File: src/source/ahb_pkg.sv
package ahb_pkg;

// ------------------------------------------------------------------------
// Bus widths

localparam int W_ADDR = 32;
localparam int W_DATA = 32;
localparam int W_STRB = W_DATA / 8;             // Byte lanes per word

// ------------------------------------------------------------------------
// AHB-Lite encodings

localparam logic [1:0] HTRANS_IDLE   = 2'b00;
localparam logic [1:0] HTRANS_NSEQ   = 2'b10;
localparam logic [2:0] HSIZE_WORD    = 3'b010;   // Full 32-bit word
localparam logic [3:0] HPROT_DST     = 4'b0011;  // Data, privileged, not cacheable
localparam logic [2:0] HBURST_SINGLE = 3'b000;

// One address phase, same layout on both bus sides
typedef struct packed {
	logic [W_ADDR-1:0] haddr;
	logic              hwrite;
	logic [1:0]        htrans;
	logic [2:0]        hsize;
	logic [3:0]        hprot;
} ahb_req_t;

endpackage

File: src/source/cache_pkg.sv
package cache_pkg;

// ------------------------------------------------------------------------
// Geometry and address split

localparam int DEPTH    = 16;                   // Lines, one bus word each
localparam int W_INDEX  = 4;
localparam int W_OFFSET = 2;                    // Byte offset within the word
localparam int W_TAG    = ahb_pkg::W_ADDR - W_INDEX - W_OFFSET;

// Tag entry, one per line
typedef struct packed {
	logic             valid;
	logic             dirty;
	logic [W_TAG-1:0] tag;
} cache_tag_t;

// Controller states
typedef enum logic [4:0] {
	IDLE,                                       // No upstream data phase
	READ_CHECK, READ_CLEAN, READ_FILL, READ_DONE,
	WRITE_CHECK, WRITE_CLEAN, WRITE_FILL, WRITE_MODIFY, WRITE_DONE,
	UWRITE_APH, UWRITE_DPH, UWRITE_DONE,
	UREAD_APH, UREAD_DPH, UREAD_DONE,
	ERR_PH0, ERR_PH1                            // Two-cycle upstream error
} cache_state_t;

// Store write and read strobes
typedef struct packed {
	logic                        t_wen;
	logic                        t_wvalid;
	logic                        t_wdirty;
	logic                        d_ren;
	logic [ahb_pkg::W_STRB-1:0]  d_wen;         // Per byte lane
} store_ctrl_t;

endpackage

File: src/source/cache_ctrl_fsm.sv
`timescale 1ns/1ps

module cache_ctrl_fsm import ahb_pkg::*, cache_pkg::*; (
	input  logic         clk,
	input  logic         rst_n,
	input  logic         aph_read,          // Upstream read address phase
	input  logic         aph_write,         // Upstream write address phase
	input  logic         aph_cacheable,
	input  logic         hit,
	input  logic         dirty,
	input  logic         dst_hready,
	input  logic         dst_hresp,
	output cache_state_t state,
	output logic [1:0]   dst_htrans,
	output logic         dst_hwrite,
	output logic         src_hready_resp,
	output logic         src_hresp
);

cache_state_t state_nxt;
cache_state_t next_or_idle;                 // Where a new upstream transfer goes
logic         dst_err_ph1;                  // Second cycle of a downstream error
logic         in_check;
logic         miss_aph;

// ------------------------------------------------------------------------
// Next state

always_comb begin
	if (aph_read && !aph_cacheable)
		next_or_idle = UREAD_APH;
	else if (aph_write && !aph_cacheable)
		next_or_idle = UWRITE_APH;
	else if (aph_read)
		next_or_idle = READ_CHECK;
	else if (aph_write)
		next_or_idle = WRITE_CHECK;
	else
		next_or_idle = IDLE;
end

always_comb begin
	state_nxt = state;                      // Hold by default, e.g. dst stall
	case (state)
		IDLE:         state_nxt = next_or_idle;
		READ_CHECK: begin
			if (hit)
				state_nxt = next_or_idle;       // Hit answers this cycle
			else if (dirty)
				state_nxt = READ_CLEAN;
			else
				state_nxt = READ_FILL;
		end
		READ_CLEAN:   if (dst_hready) state_nxt = READ_FILL;
		READ_FILL:    if (dst_hready) state_nxt = READ_DONE;
		READ_DONE:    state_nxt = next_or_idle;
		WRITE_CHECK: begin
			if (hit)
				state_nxt = WRITE_DONE;
			else if (dirty)
				state_nxt = WRITE_CLEAN;
			else
				state_nxt = WRITE_FILL;
		end
		WRITE_CLEAN:  if (dst_hready) state_nxt = WRITE_FILL;
		WRITE_FILL:   if (dst_hready) state_nxt = WRITE_MODIFY;
		WRITE_MODIFY: state_nxt = WRITE_DONE;   // Merge upstream bytes into fresh line
		WRITE_DONE:   state_nxt = next_or_idle;
		UWRITE_APH:   state_nxt = UWRITE_DPH;   // No dst data phase open, so no stall
		UWRITE_DPH:   if (dst_hready) state_nxt = UWRITE_DONE;
		UWRITE_DONE:  state_nxt = next_or_idle;
		UREAD_APH:    state_nxt = UREAD_DPH;
		UREAD_DPH:    if (dst_hready) state_nxt = UREAD_DONE;
		UREAD_DONE:   state_nxt = next_or_idle;
		ERR_PH0:      state_nxt = ERR_PH1;
		ERR_PH1:      state_nxt = next_or_idle;
		default:      state_nxt = IDLE;
	endcase
	// Any completed downstream error ends the transfer
	if (dst_hready && dst_hresp)
		state_nxt = ERR_PH0;
end

always_ff @(posedge clk or negedge rst_n) begin
	if (!rst_n) begin
		state       <= IDLE;
		dst_err_ph1 <= 1'b0;
	end else begin
		state       <= state_nxt;
		dst_err_ph1 <= dst_hresp && !dst_hready;  // Error phase 0 seen on dst
	end
end

// ------------------------------------------------------------------------
// Downstream transfer decode

assign in_check = state == READ_CHECK || state == WRITE_CHECK;
assign miss_aph = in_check && !hit;         // Clean or fill aphase from CHECK

always_comb begin
	if (dst_err_ph1)
		dst_htrans = HTRANS_IDLE;           // Drop the pending aphase after an error
	else if (miss_aph || state == READ_CLEAN || state == WRITE_CLEAN ||
		state == UWRITE_APH || state == UREAD_APH)
		dst_htrans = HTRANS_NSEQ;
	else
		dst_htrans = HTRANS_IDLE;
end

// Write-back of the victim or an uncached write
assign dst_hwrite = (miss_aph && dirty) || state == UWRITE_APH;

// ------------------------------------------------------------------------
// Upstream response

assign src_hready_resp =
	state == IDLE ||
	(state == READ_CHECK && hit) ||
	state == READ_DONE ||
	state == WRITE_DONE ||
	state == UREAD_DONE ||
	state == UWRITE_DONE ||
	state == ERR_PH1;

assign src_hresp = state == ERR_PH0 || state == ERR_PH1;

endmodule

File: src/source/cache_store.sv
`timescale 1ns/1ps

module cache_store import ahb_pkg::*, cache_pkg::*; (
	input  logic              clk,
	input  logic              rst_n,
	input  logic [W_ADDR-1:0] t_addr,       // Tag port address
	input  logic [W_ADDR-1:0] d_addr,       // Data port address
	input  store_ctrl_t       ctrl,
	input  logic [W_DATA-1:0] wdata,
	output logic              hit,
	output logic              dirty,
	output logic [W_ADDR-1:0] victim_addr,  // Address of the line now held
	output logic [W_DATA-1:0] rdata
);

cache_tag_t              tag_mem [DEPTH];
logic [W_DATA-1:0]       data_mem [DEPTH];

logic [W_INDEX-1:0]      t_index;
logic [W_TAG-1:0]        t_tag;
logic [W_INDEX-1:0]      d_index;

cache_tag_t              rd_entry;          // Registered tag entry
logic [W_TAG-1:0]        rd_tag;            // Tag that was looked up
logic [W_INDEX-1:0]      rd_index;

assign t_index = t_addr[W_OFFSET +: W_INDEX];
assign t_tag   = t_addr[W_ADDR-1 -: W_TAG];
assign d_index = d_addr[W_OFFSET +: W_INDEX];

// ------------------------------------------------------------------------
// Tag array, read whenever it is not written

always_ff @(posedge clk or negedge rst_n) begin
	if (!rst_n) begin
		for (int i = 0; i < DEPTH; i++)
			tag_mem[i] <= '0;               // All lines invalid
		rd_entry <= '0;
	end else if (ctrl.t_wen) begin
		tag_mem[t_index] <= '{valid: ctrl.t_wvalid, dirty: ctrl.t_wdirty, tag: t_tag};
	end else begin
		rd_entry <= tag_mem[t_index];
	end
end

always_ff @(posedge clk) begin
	if (!ctrl.t_wen) begin
		rd_tag   <= t_tag;
		rd_index <= t_index;
	end
end

assign hit         = rd_entry.valid && rd_entry.tag == rd_tag;
assign dirty       = rd_entry.valid && rd_entry.dirty;
assign victim_addr = {rd_entry.tag, rd_index, {W_OFFSET{1'b0}}};

// ------------------------------------------------------------------------
// Data array with byte enables

always_ff @(posedge clk) begin
	for (int b = 0; b < W_STRB; b++) begin
		if (ctrl.d_wen[b])
			data_mem[d_index][b*8 +: 8] <= wdata[b*8 +: 8];
	end
	if (ctrl.d_ren)
		rdata <= data_mem[d_index];         // One cycle read latency
end

endmodule

File: src/source/cache_datapath.sv
`timescale 1ns/1ps

module cache_datapath import ahb_pkg::*, cache_pkg::*; (
	input  logic              clk,
	input  logic              rst_n,
	input  ahb_req_t          src_req,
	input  logic              src_hready,
	input  logic [W_DATA-1:0] src_hwdata,
	input  cache_state_t      state,
	input  logic              hit,
	input  logic              dirty,
	input  logic [W_ADDR-1:0] victim_addr,
	input  logic [W_DATA-1:0] rdata,
	input  logic [W_DATA-1:0] dst_hrdata,
	input  logic              dst_hready,
	input  logic              dst_hresp,
	output logic              aph_read,
	output logic              aph_write,
	output logic              aph_cacheable,
	output logic [W_ADDR-1:0] t_addr,
	output logic [W_ADDR-1:0] d_addr,
	output store_ctrl_t       store_ctrl,
	output logic [W_DATA-1:0] wdata,
	output logic [W_ADDR-1:0] dst_addr,
	output logic [2:0]        dst_hsize,
	output logic [W_DATA-1:0] dst_hwdata,
	output logic [W_DATA-1:0] src_hrdata
);

logic [W_ADDR-1:0] aph_addr;                // Captured upstream address
logic [2:0]        aph_size;
logic [W_ADDR-1:0] fill_addr;
logic [W_STRB-1:0] byte_mask;
logic [W_DATA-1:0] hwdata_q;                // Uncached write data
logic [W_DATA-1:0] hrdata_q;                // Fill or uncached read data
logic              aph_valid;
logic              clean_aph, modify_ph, in_fill, unc_aph;
logic              wen_modify, wen_fill;

// ------------------------------------------------------------------------
// Address phase capture

assign aph_valid     = src_hready && src_req.htrans[1];
assign aph_read      = aph_valid && !src_req.hwrite;
assign aph_write     = aph_valid && src_req.hwrite;
assign aph_cacheable = src_req.hprot[3] && src_req.hprot[2];  // Cacheable, bufferable

always_ff @(posedge clk or negedge rst_n) begin
	if (!rst_n) begin
		aph_addr <= '0;
		aph_size <= '0;
	end else if (aph_valid) begin
		aph_addr <= src_req.haddr;
		aph_size <= src_req.hsize;
	end
end

// ------------------------------------------------------------------------
// State decode and store steering

assign clean_aph  = (state == READ_CHECK || state == WRITE_CHECK) && !hit && dirty;
assign modify_ph  = state == WRITE_CHECK || state == WRITE_MODIFY;
assign in_fill    = state == READ_FILL || state == WRITE_FILL;
assign unc_aph    = state == UWRITE_APH || state == UREAD_APH;
assign wen_modify = (state == WRITE_CHECK && hit) || state == WRITE_MODIFY;
assign wen_fill   = dst_hready && in_fill;  // Fill beat completes
assign fill_addr  = {aph_addr[W_ADDR-1:W_OFFSET], {W_OFFSET{1'b0}}};

assign t_addr = (modify_ph || in_fill) ? aph_addr : src_req.haddr;
assign d_addr = clean_aph               ? victim_addr :
                (modify_ph || in_fill)  ? aph_addr    : src_req.haddr;
assign wdata  = modify_ph ? src_hwdata : dst_hrdata;

// Bytes touched by the upstream write
assign byte_mask = W_STRB'((32'd1 << (32'd1 << aph_size)) - 32'd1) << aph_addr[W_OFFSET-1:0];

always_comb begin
	// Tag only changes when a clean hit turns dirty, on modify or on fill
	store_ctrl.t_wen    = (state == WRITE_CHECK && hit && !dirty) ||
	                      state == WRITE_MODIFY || wen_fill;
	store_ctrl.t_wvalid = wen_modify || (wen_fill && !dst_hresp);  // Errored fill stays invalid
	store_ctrl.t_wdirty = wen_modify;
	store_ctrl.d_ren    = aph_read || (clean_aph && dst_hready);   // Victim read for write-back
	store_ctrl.d_wen    = {W_STRB{wen_fill}} | (byte_mask & {W_STRB{wen_modify}});
end

// ------------------------------------------------------------------------
// Downstream request and data

assign dst_addr  = clean_aph ? victim_addr : unc_aph ? aph_addr : fill_addr;
assign dst_hsize = unc_aph ? aph_size : HSIZE_WORD;

always_ff @(posedge clk) begin
	if (state == UWRITE_APH)
		hwdata_q <= src_hwdata;             // Upstream data phase of the uncached write
	if (dst_hready && (state == READ_FILL || state == UREAD_DPH))
		hrdata_q <= dst_hrdata;
end

assign dst_hwdata = state == UWRITE_DPH ? hwdata_q : rdata;
assign src_hrdata = (state == READ_DONE || state == UREAD_DONE) ? hrdata_q : rdata;

endmodule

File: src/source/ahb_cache_writeback.sv
`timescale 1ns/1ps

module ahb_cache_writeback import ahb_pkg::*, cache_pkg::*; (
	input  logic              clk,
	input  logic              rst_n,
	// Upstream AHB-Lite slave
	input  ahb_req_t          src_req,
	input  logic              src_hready,
	input  logic [W_DATA-1:0] src_hwdata,
	output logic              src_hready_resp,
	output logic              src_hresp,
	output logic [W_DATA-1:0] src_hrdata,
	// Downstream AHB-Lite master
	output ahb_req_t          dst_req,
	output logic [2:0]        dst_hburst,
	output logic              dst_hready,
	output logic [W_DATA-1:0] dst_hwdata,
	input  logic              dst_hready_resp,
	input  logic              dst_hresp,
	input  logic [W_DATA-1:0] dst_hrdata
);

cache_state_t      state;
logic              aph_read, aph_write, aph_cacheable;
logic              hit, dirty;
logic [W_ADDR-1:0] victim_addr;
logic [W_ADDR-1:0] t_addr, d_addr, dst_addr;
logic [W_DATA-1:0] store_wdata, store_rdata;
store_ctrl_t       store_ctrl;
logic [1:0]        dst_htrans;
logic              dst_hwrite;
logic [2:0]        dst_hsize;

assign dst_hready = dst_hready_resp;        // Single slave below us

// ------------------------------------------------------------------------
// Downstream request, single word bursts only

assign dst_req    = '{haddr: dst_addr, hwrite: dst_hwrite, htrans: dst_htrans,
                      hsize: dst_hsize, hprot: HPROT_DST};
assign dst_hburst = HBURST_SINGLE;

cache_ctrl_fsm u_fsm (
	.clk, .rst_n,
	.aph_read, .aph_write, .aph_cacheable,
	.hit, .dirty,
	.dst_hready, .dst_hresp,
	.state, .dst_htrans, .dst_hwrite,
	.src_hready_resp, .src_hresp
);

cache_store u_store (
	.clk, .rst_n,
	.t_addr, .d_addr,
	.ctrl  (store_ctrl),
	.wdata (store_wdata),
	.hit, .dirty, .victim_addr,
	.rdata (store_rdata)
);

cache_datapath u_datapath (
	.clk, .rst_n,
	.src_req, .src_hready, .src_hwdata,
	.state, .hit, .dirty, .victim_addr,
	.rdata (store_rdata),
	.dst_hrdata, .dst_hready, .dst_hresp,
	.aph_read, .aph_write, .aph_cacheable,
	.t_addr, .d_addr, .store_ctrl,
	.wdata (store_wdata),
	.dst_addr, .dst_hsize, .dst_hwdata, .src_hrdata
);

endmodule

File: config.mk
export PLATFORM = sky130hd
export DESIGN_NAME = ahb_cache_writeback
export DESIGN_NICKNAME = d
export VERILOG_FILES = /design/src/source/ahb_pkg.sv /design/src/source/cache_pkg.sv /design/src/source/cache_ctrl_fsm.sv /design/src/source/cache_store.sv /design/src/source/cache_datapath.sv /design/src/source/ahb_cache_writeback.sv
export SDC_FILE = /design/constraint.sdc
export NUM_CORES = 2
export LEC_CHECK = 0
export BUFFER_PORTS_ARGS = -buffer_cell sky130_fd_sc_hd__buf_4
export CAP_MARGIN = 20
export CORE_UTILIZATION = 45
export CTS_BUF_LIST = sky130_fd_sc_hd__clkbuf_4 sky130_fd_sc_hd__clkbuf_8 sky130_fd_sc_hd__clkbuf_16
export DETAILED_ROUTE_END_ITERATION = 7
export GPL_ROUTABILITY_DRIVEN = 0
export HOLD_SLACK_MARGIN = 0.1
export PLACE_DENSITY = 0.58
export SLEW_MARGIN = 20
export SYNTH_ARGS = -nofsm -noshare
export SYNTH_HDL_FRONTEND = slang
export SYNTH_HIERARCHICAL = 1
export SYNTH_SLANG_ARGS = --single-unit
export TNS_END_PERCENT = 100
File: constraint.sdc
create_clock -name clk -period 4.75 [get_ports clk]
set_input_delay 0.2375 -clock clk [delete_from_list [all_inputs] [get_ports clk]]
set_output_delay 0.2375 -clock clk [all_outputs]
set_load 0.1 [all_outputs]
==> reports/qor.yml <==
status:
  status: "complete, no violations"
routing:
  vias: 27597
  vias_per_cell: 5.656
  wl_um: 126000
  wire_per_inst_um: 25.83
  ant_nets: 0
  first_pass_iters: 5
  drc_errors: 0
  drt_iter0_markers: 1952
die:
  die_y_um: 334.1
  io_pins: 223
  dieWidth_um: 334.1
  dieArea_mm2: 0.1116
  coreArea_mm2: 0.1092
  start_util_pct: 45.47
  rows: 121
yosys:
  synth_area_mm2: 0.04964
  synthCells: 2928
  syn_avg_cell_area_um2: 16.95
  ys_warn_count: 6
final_layout:
  drive_gt1_share_pct: 40.30
  syn2layout_area_growth_pct: 18.17
  nNetsFinal: 3414
  final_cell_mix: "edfxtp_1 (638), mux2_2 (521), dfrtp_1 (517)"
  layout_commonest_cell: "edfxtp_1"
  final_cells: 4879
  final_util_pct: 53.74
grt:
  antenna_found_initial: 1
  grt_pass1_vias: 29536
  grt_pass1_wl_um: 190000
  overflow: 0
  grt_max_degree: 109
  grt_util_all_layers_pct: 22.84
clock_network:
  cts_buffers: 119
  cts.sinks: 1155
  h-tree-depth: 3
  cts_tree: "yes"
  cts.clk_slew.worst_paths_ps: 60
  clockBufferDepth: 3
  worstSkewPairLatency_ps: 730
  post-cts-setup-buffers: 0
  cts-root-buf: "clkbuf_16"
power_and_ir_drop:
  leakage_nw: 23.51
  power.density_mw_per_mm2: 510.7
  ir_drop_mv: 0.3847
setup_path:
  slowest_stage: "or4_1"
  critPathKind: "flop to flop"
  max_stage_delay_ps: 590
  crit_arrival_ps: 5000
  path_cells: "xnor2_1 > nand4_1 > or4_1 > nor4_2 > buf_4 > nand4b_1 > buf_4 > nand2_1 > o211ai_1 > buf_12 > buf_12 > mux4_2 > mux4_2"
  cp_max_fo: 34
  critPathLaunchType: "flop"
  required_ps: 5200
  critical_path.endpoint_type: "flop"
sta:
  post-route-min-period_ps: 4550
  final.period_utilization_pct: 95.78
  hold_slack_ps: 171.3
  fmax_mhz: 219.8
  maxSlewViolCount: 0
  tns_ps: 0
  timing_hold_violations_final: 0
  worst_pin_slew_ps: 1121
  finClkSkew_ps: 51.76
  setup_viol: 0
  max-slew-margin-rel_pct: 25.29
  rsz0062_at_grt: "false"
run:
  cap_violations: 0
placement:
  dpl.hpwl_um: 79850
  numPortBuffers: 211
  place_inst: 4553
worst_hold_path:
  hold_path.class: "primary input to async pin"
-- layout make-up --
class	count	area, µm²
antenna	1	2.502
clock buffer	161	3381
clock inverter	60	737.0
fill	8635	50500
inverter	10	37.54
multi-input combinational	1526	16300
sequential	1155	32100
tap	1476	1847
timing repair buffer	490	4259
-- through the flow --
| stage | area, µm² | setup WS [ps] | power (mW) |
|---|---|---|---|
| finish | 58660 | 200.4 | 29.96 |
| global route | 58660 | 3.600 | 31.17 |
| CTS | 58650 | 38.64 | 30.20 |
| detailed placement | 53490 | 83.38 | 20.44 |
| global placement | 53480 | 101.5 | 20.14 |
| floorplan | 49660 | 396.8 | 18.39 |
-- critical path, delay by kind of cell, from the launching register on --
family | cells | cell delay [ps]
compound gates | 1 | 260
xor+xnor | 1 | 300
buf+inv | 4 | 1000
flops | 1 | 400
mux | 2 | 840
simple gates | 5 | 1390
-- report_power, final --
group / internal, mW / switching, mW / leakage (nW) / total [mW]
sequential: 12.2 / 0.802 / 12.7 / 13.0
combinational: 3.17 / 4.14 / 8.78 / 7.31
clock: 5.75 / 3.91 / 2.07 / 9.66
-- what timing repair did --
action | CTS | global route
gates resized for setup | 0 | 2
setup endpoints to repair | 0 | 163
hold endpoints to repair | 829 | 0
hold buffers | 104 | 0
-- flip-flops by register name, summed over array words and instances, names as in the netlist --
register and cells:
u_datapath/aph_size 3, u_store/rd_tag 26, u_store/rd_index 4, u_store/tag_mem 448, u_store/victim_addr 26, u_fsm/dst_err_ph1 1, u_fsm/state 5, u_store/rdata 32
u_datapath/hwdata_q 32, u_store/rd_entry 2, u_datapath/aph_addr 32, u_store/data_mem 512, u_datapath/hrdata_q 32
-- per-layer routing --
layer	track usage, %	vias to the layer above	share of wire (%)
met5	0	-	0.0063
met4	6.783	2	2.5
met3	3.317	184	4.5
met2	37.97	708	49
met1	31.19	14734	43
li1	-	11969	-
-- path summary, 6_finish.rpt --
path	start	endpoint	slack (ps)	cells after the start
setup / recovery	u_store/victim_addr[26]	u_store/rdata[28]	200	13
hold / removal	rst_n	u_store/tag_mem[58]	170	2
setup reg to reg	u_store/victim_addr[26]	u_store/rdata[28]	200	13
hold reg to reg	u_store/tag_mem[64]	u_store/tag_mem[64]	490	1
max in group asynchronous	rst_n	u_store/tag_mem[445]	3400	3
min in group clk	src_req[2]	u_fsm/state[3]	180	4
No activity file was read; power rests on OpenSTA's default activity.
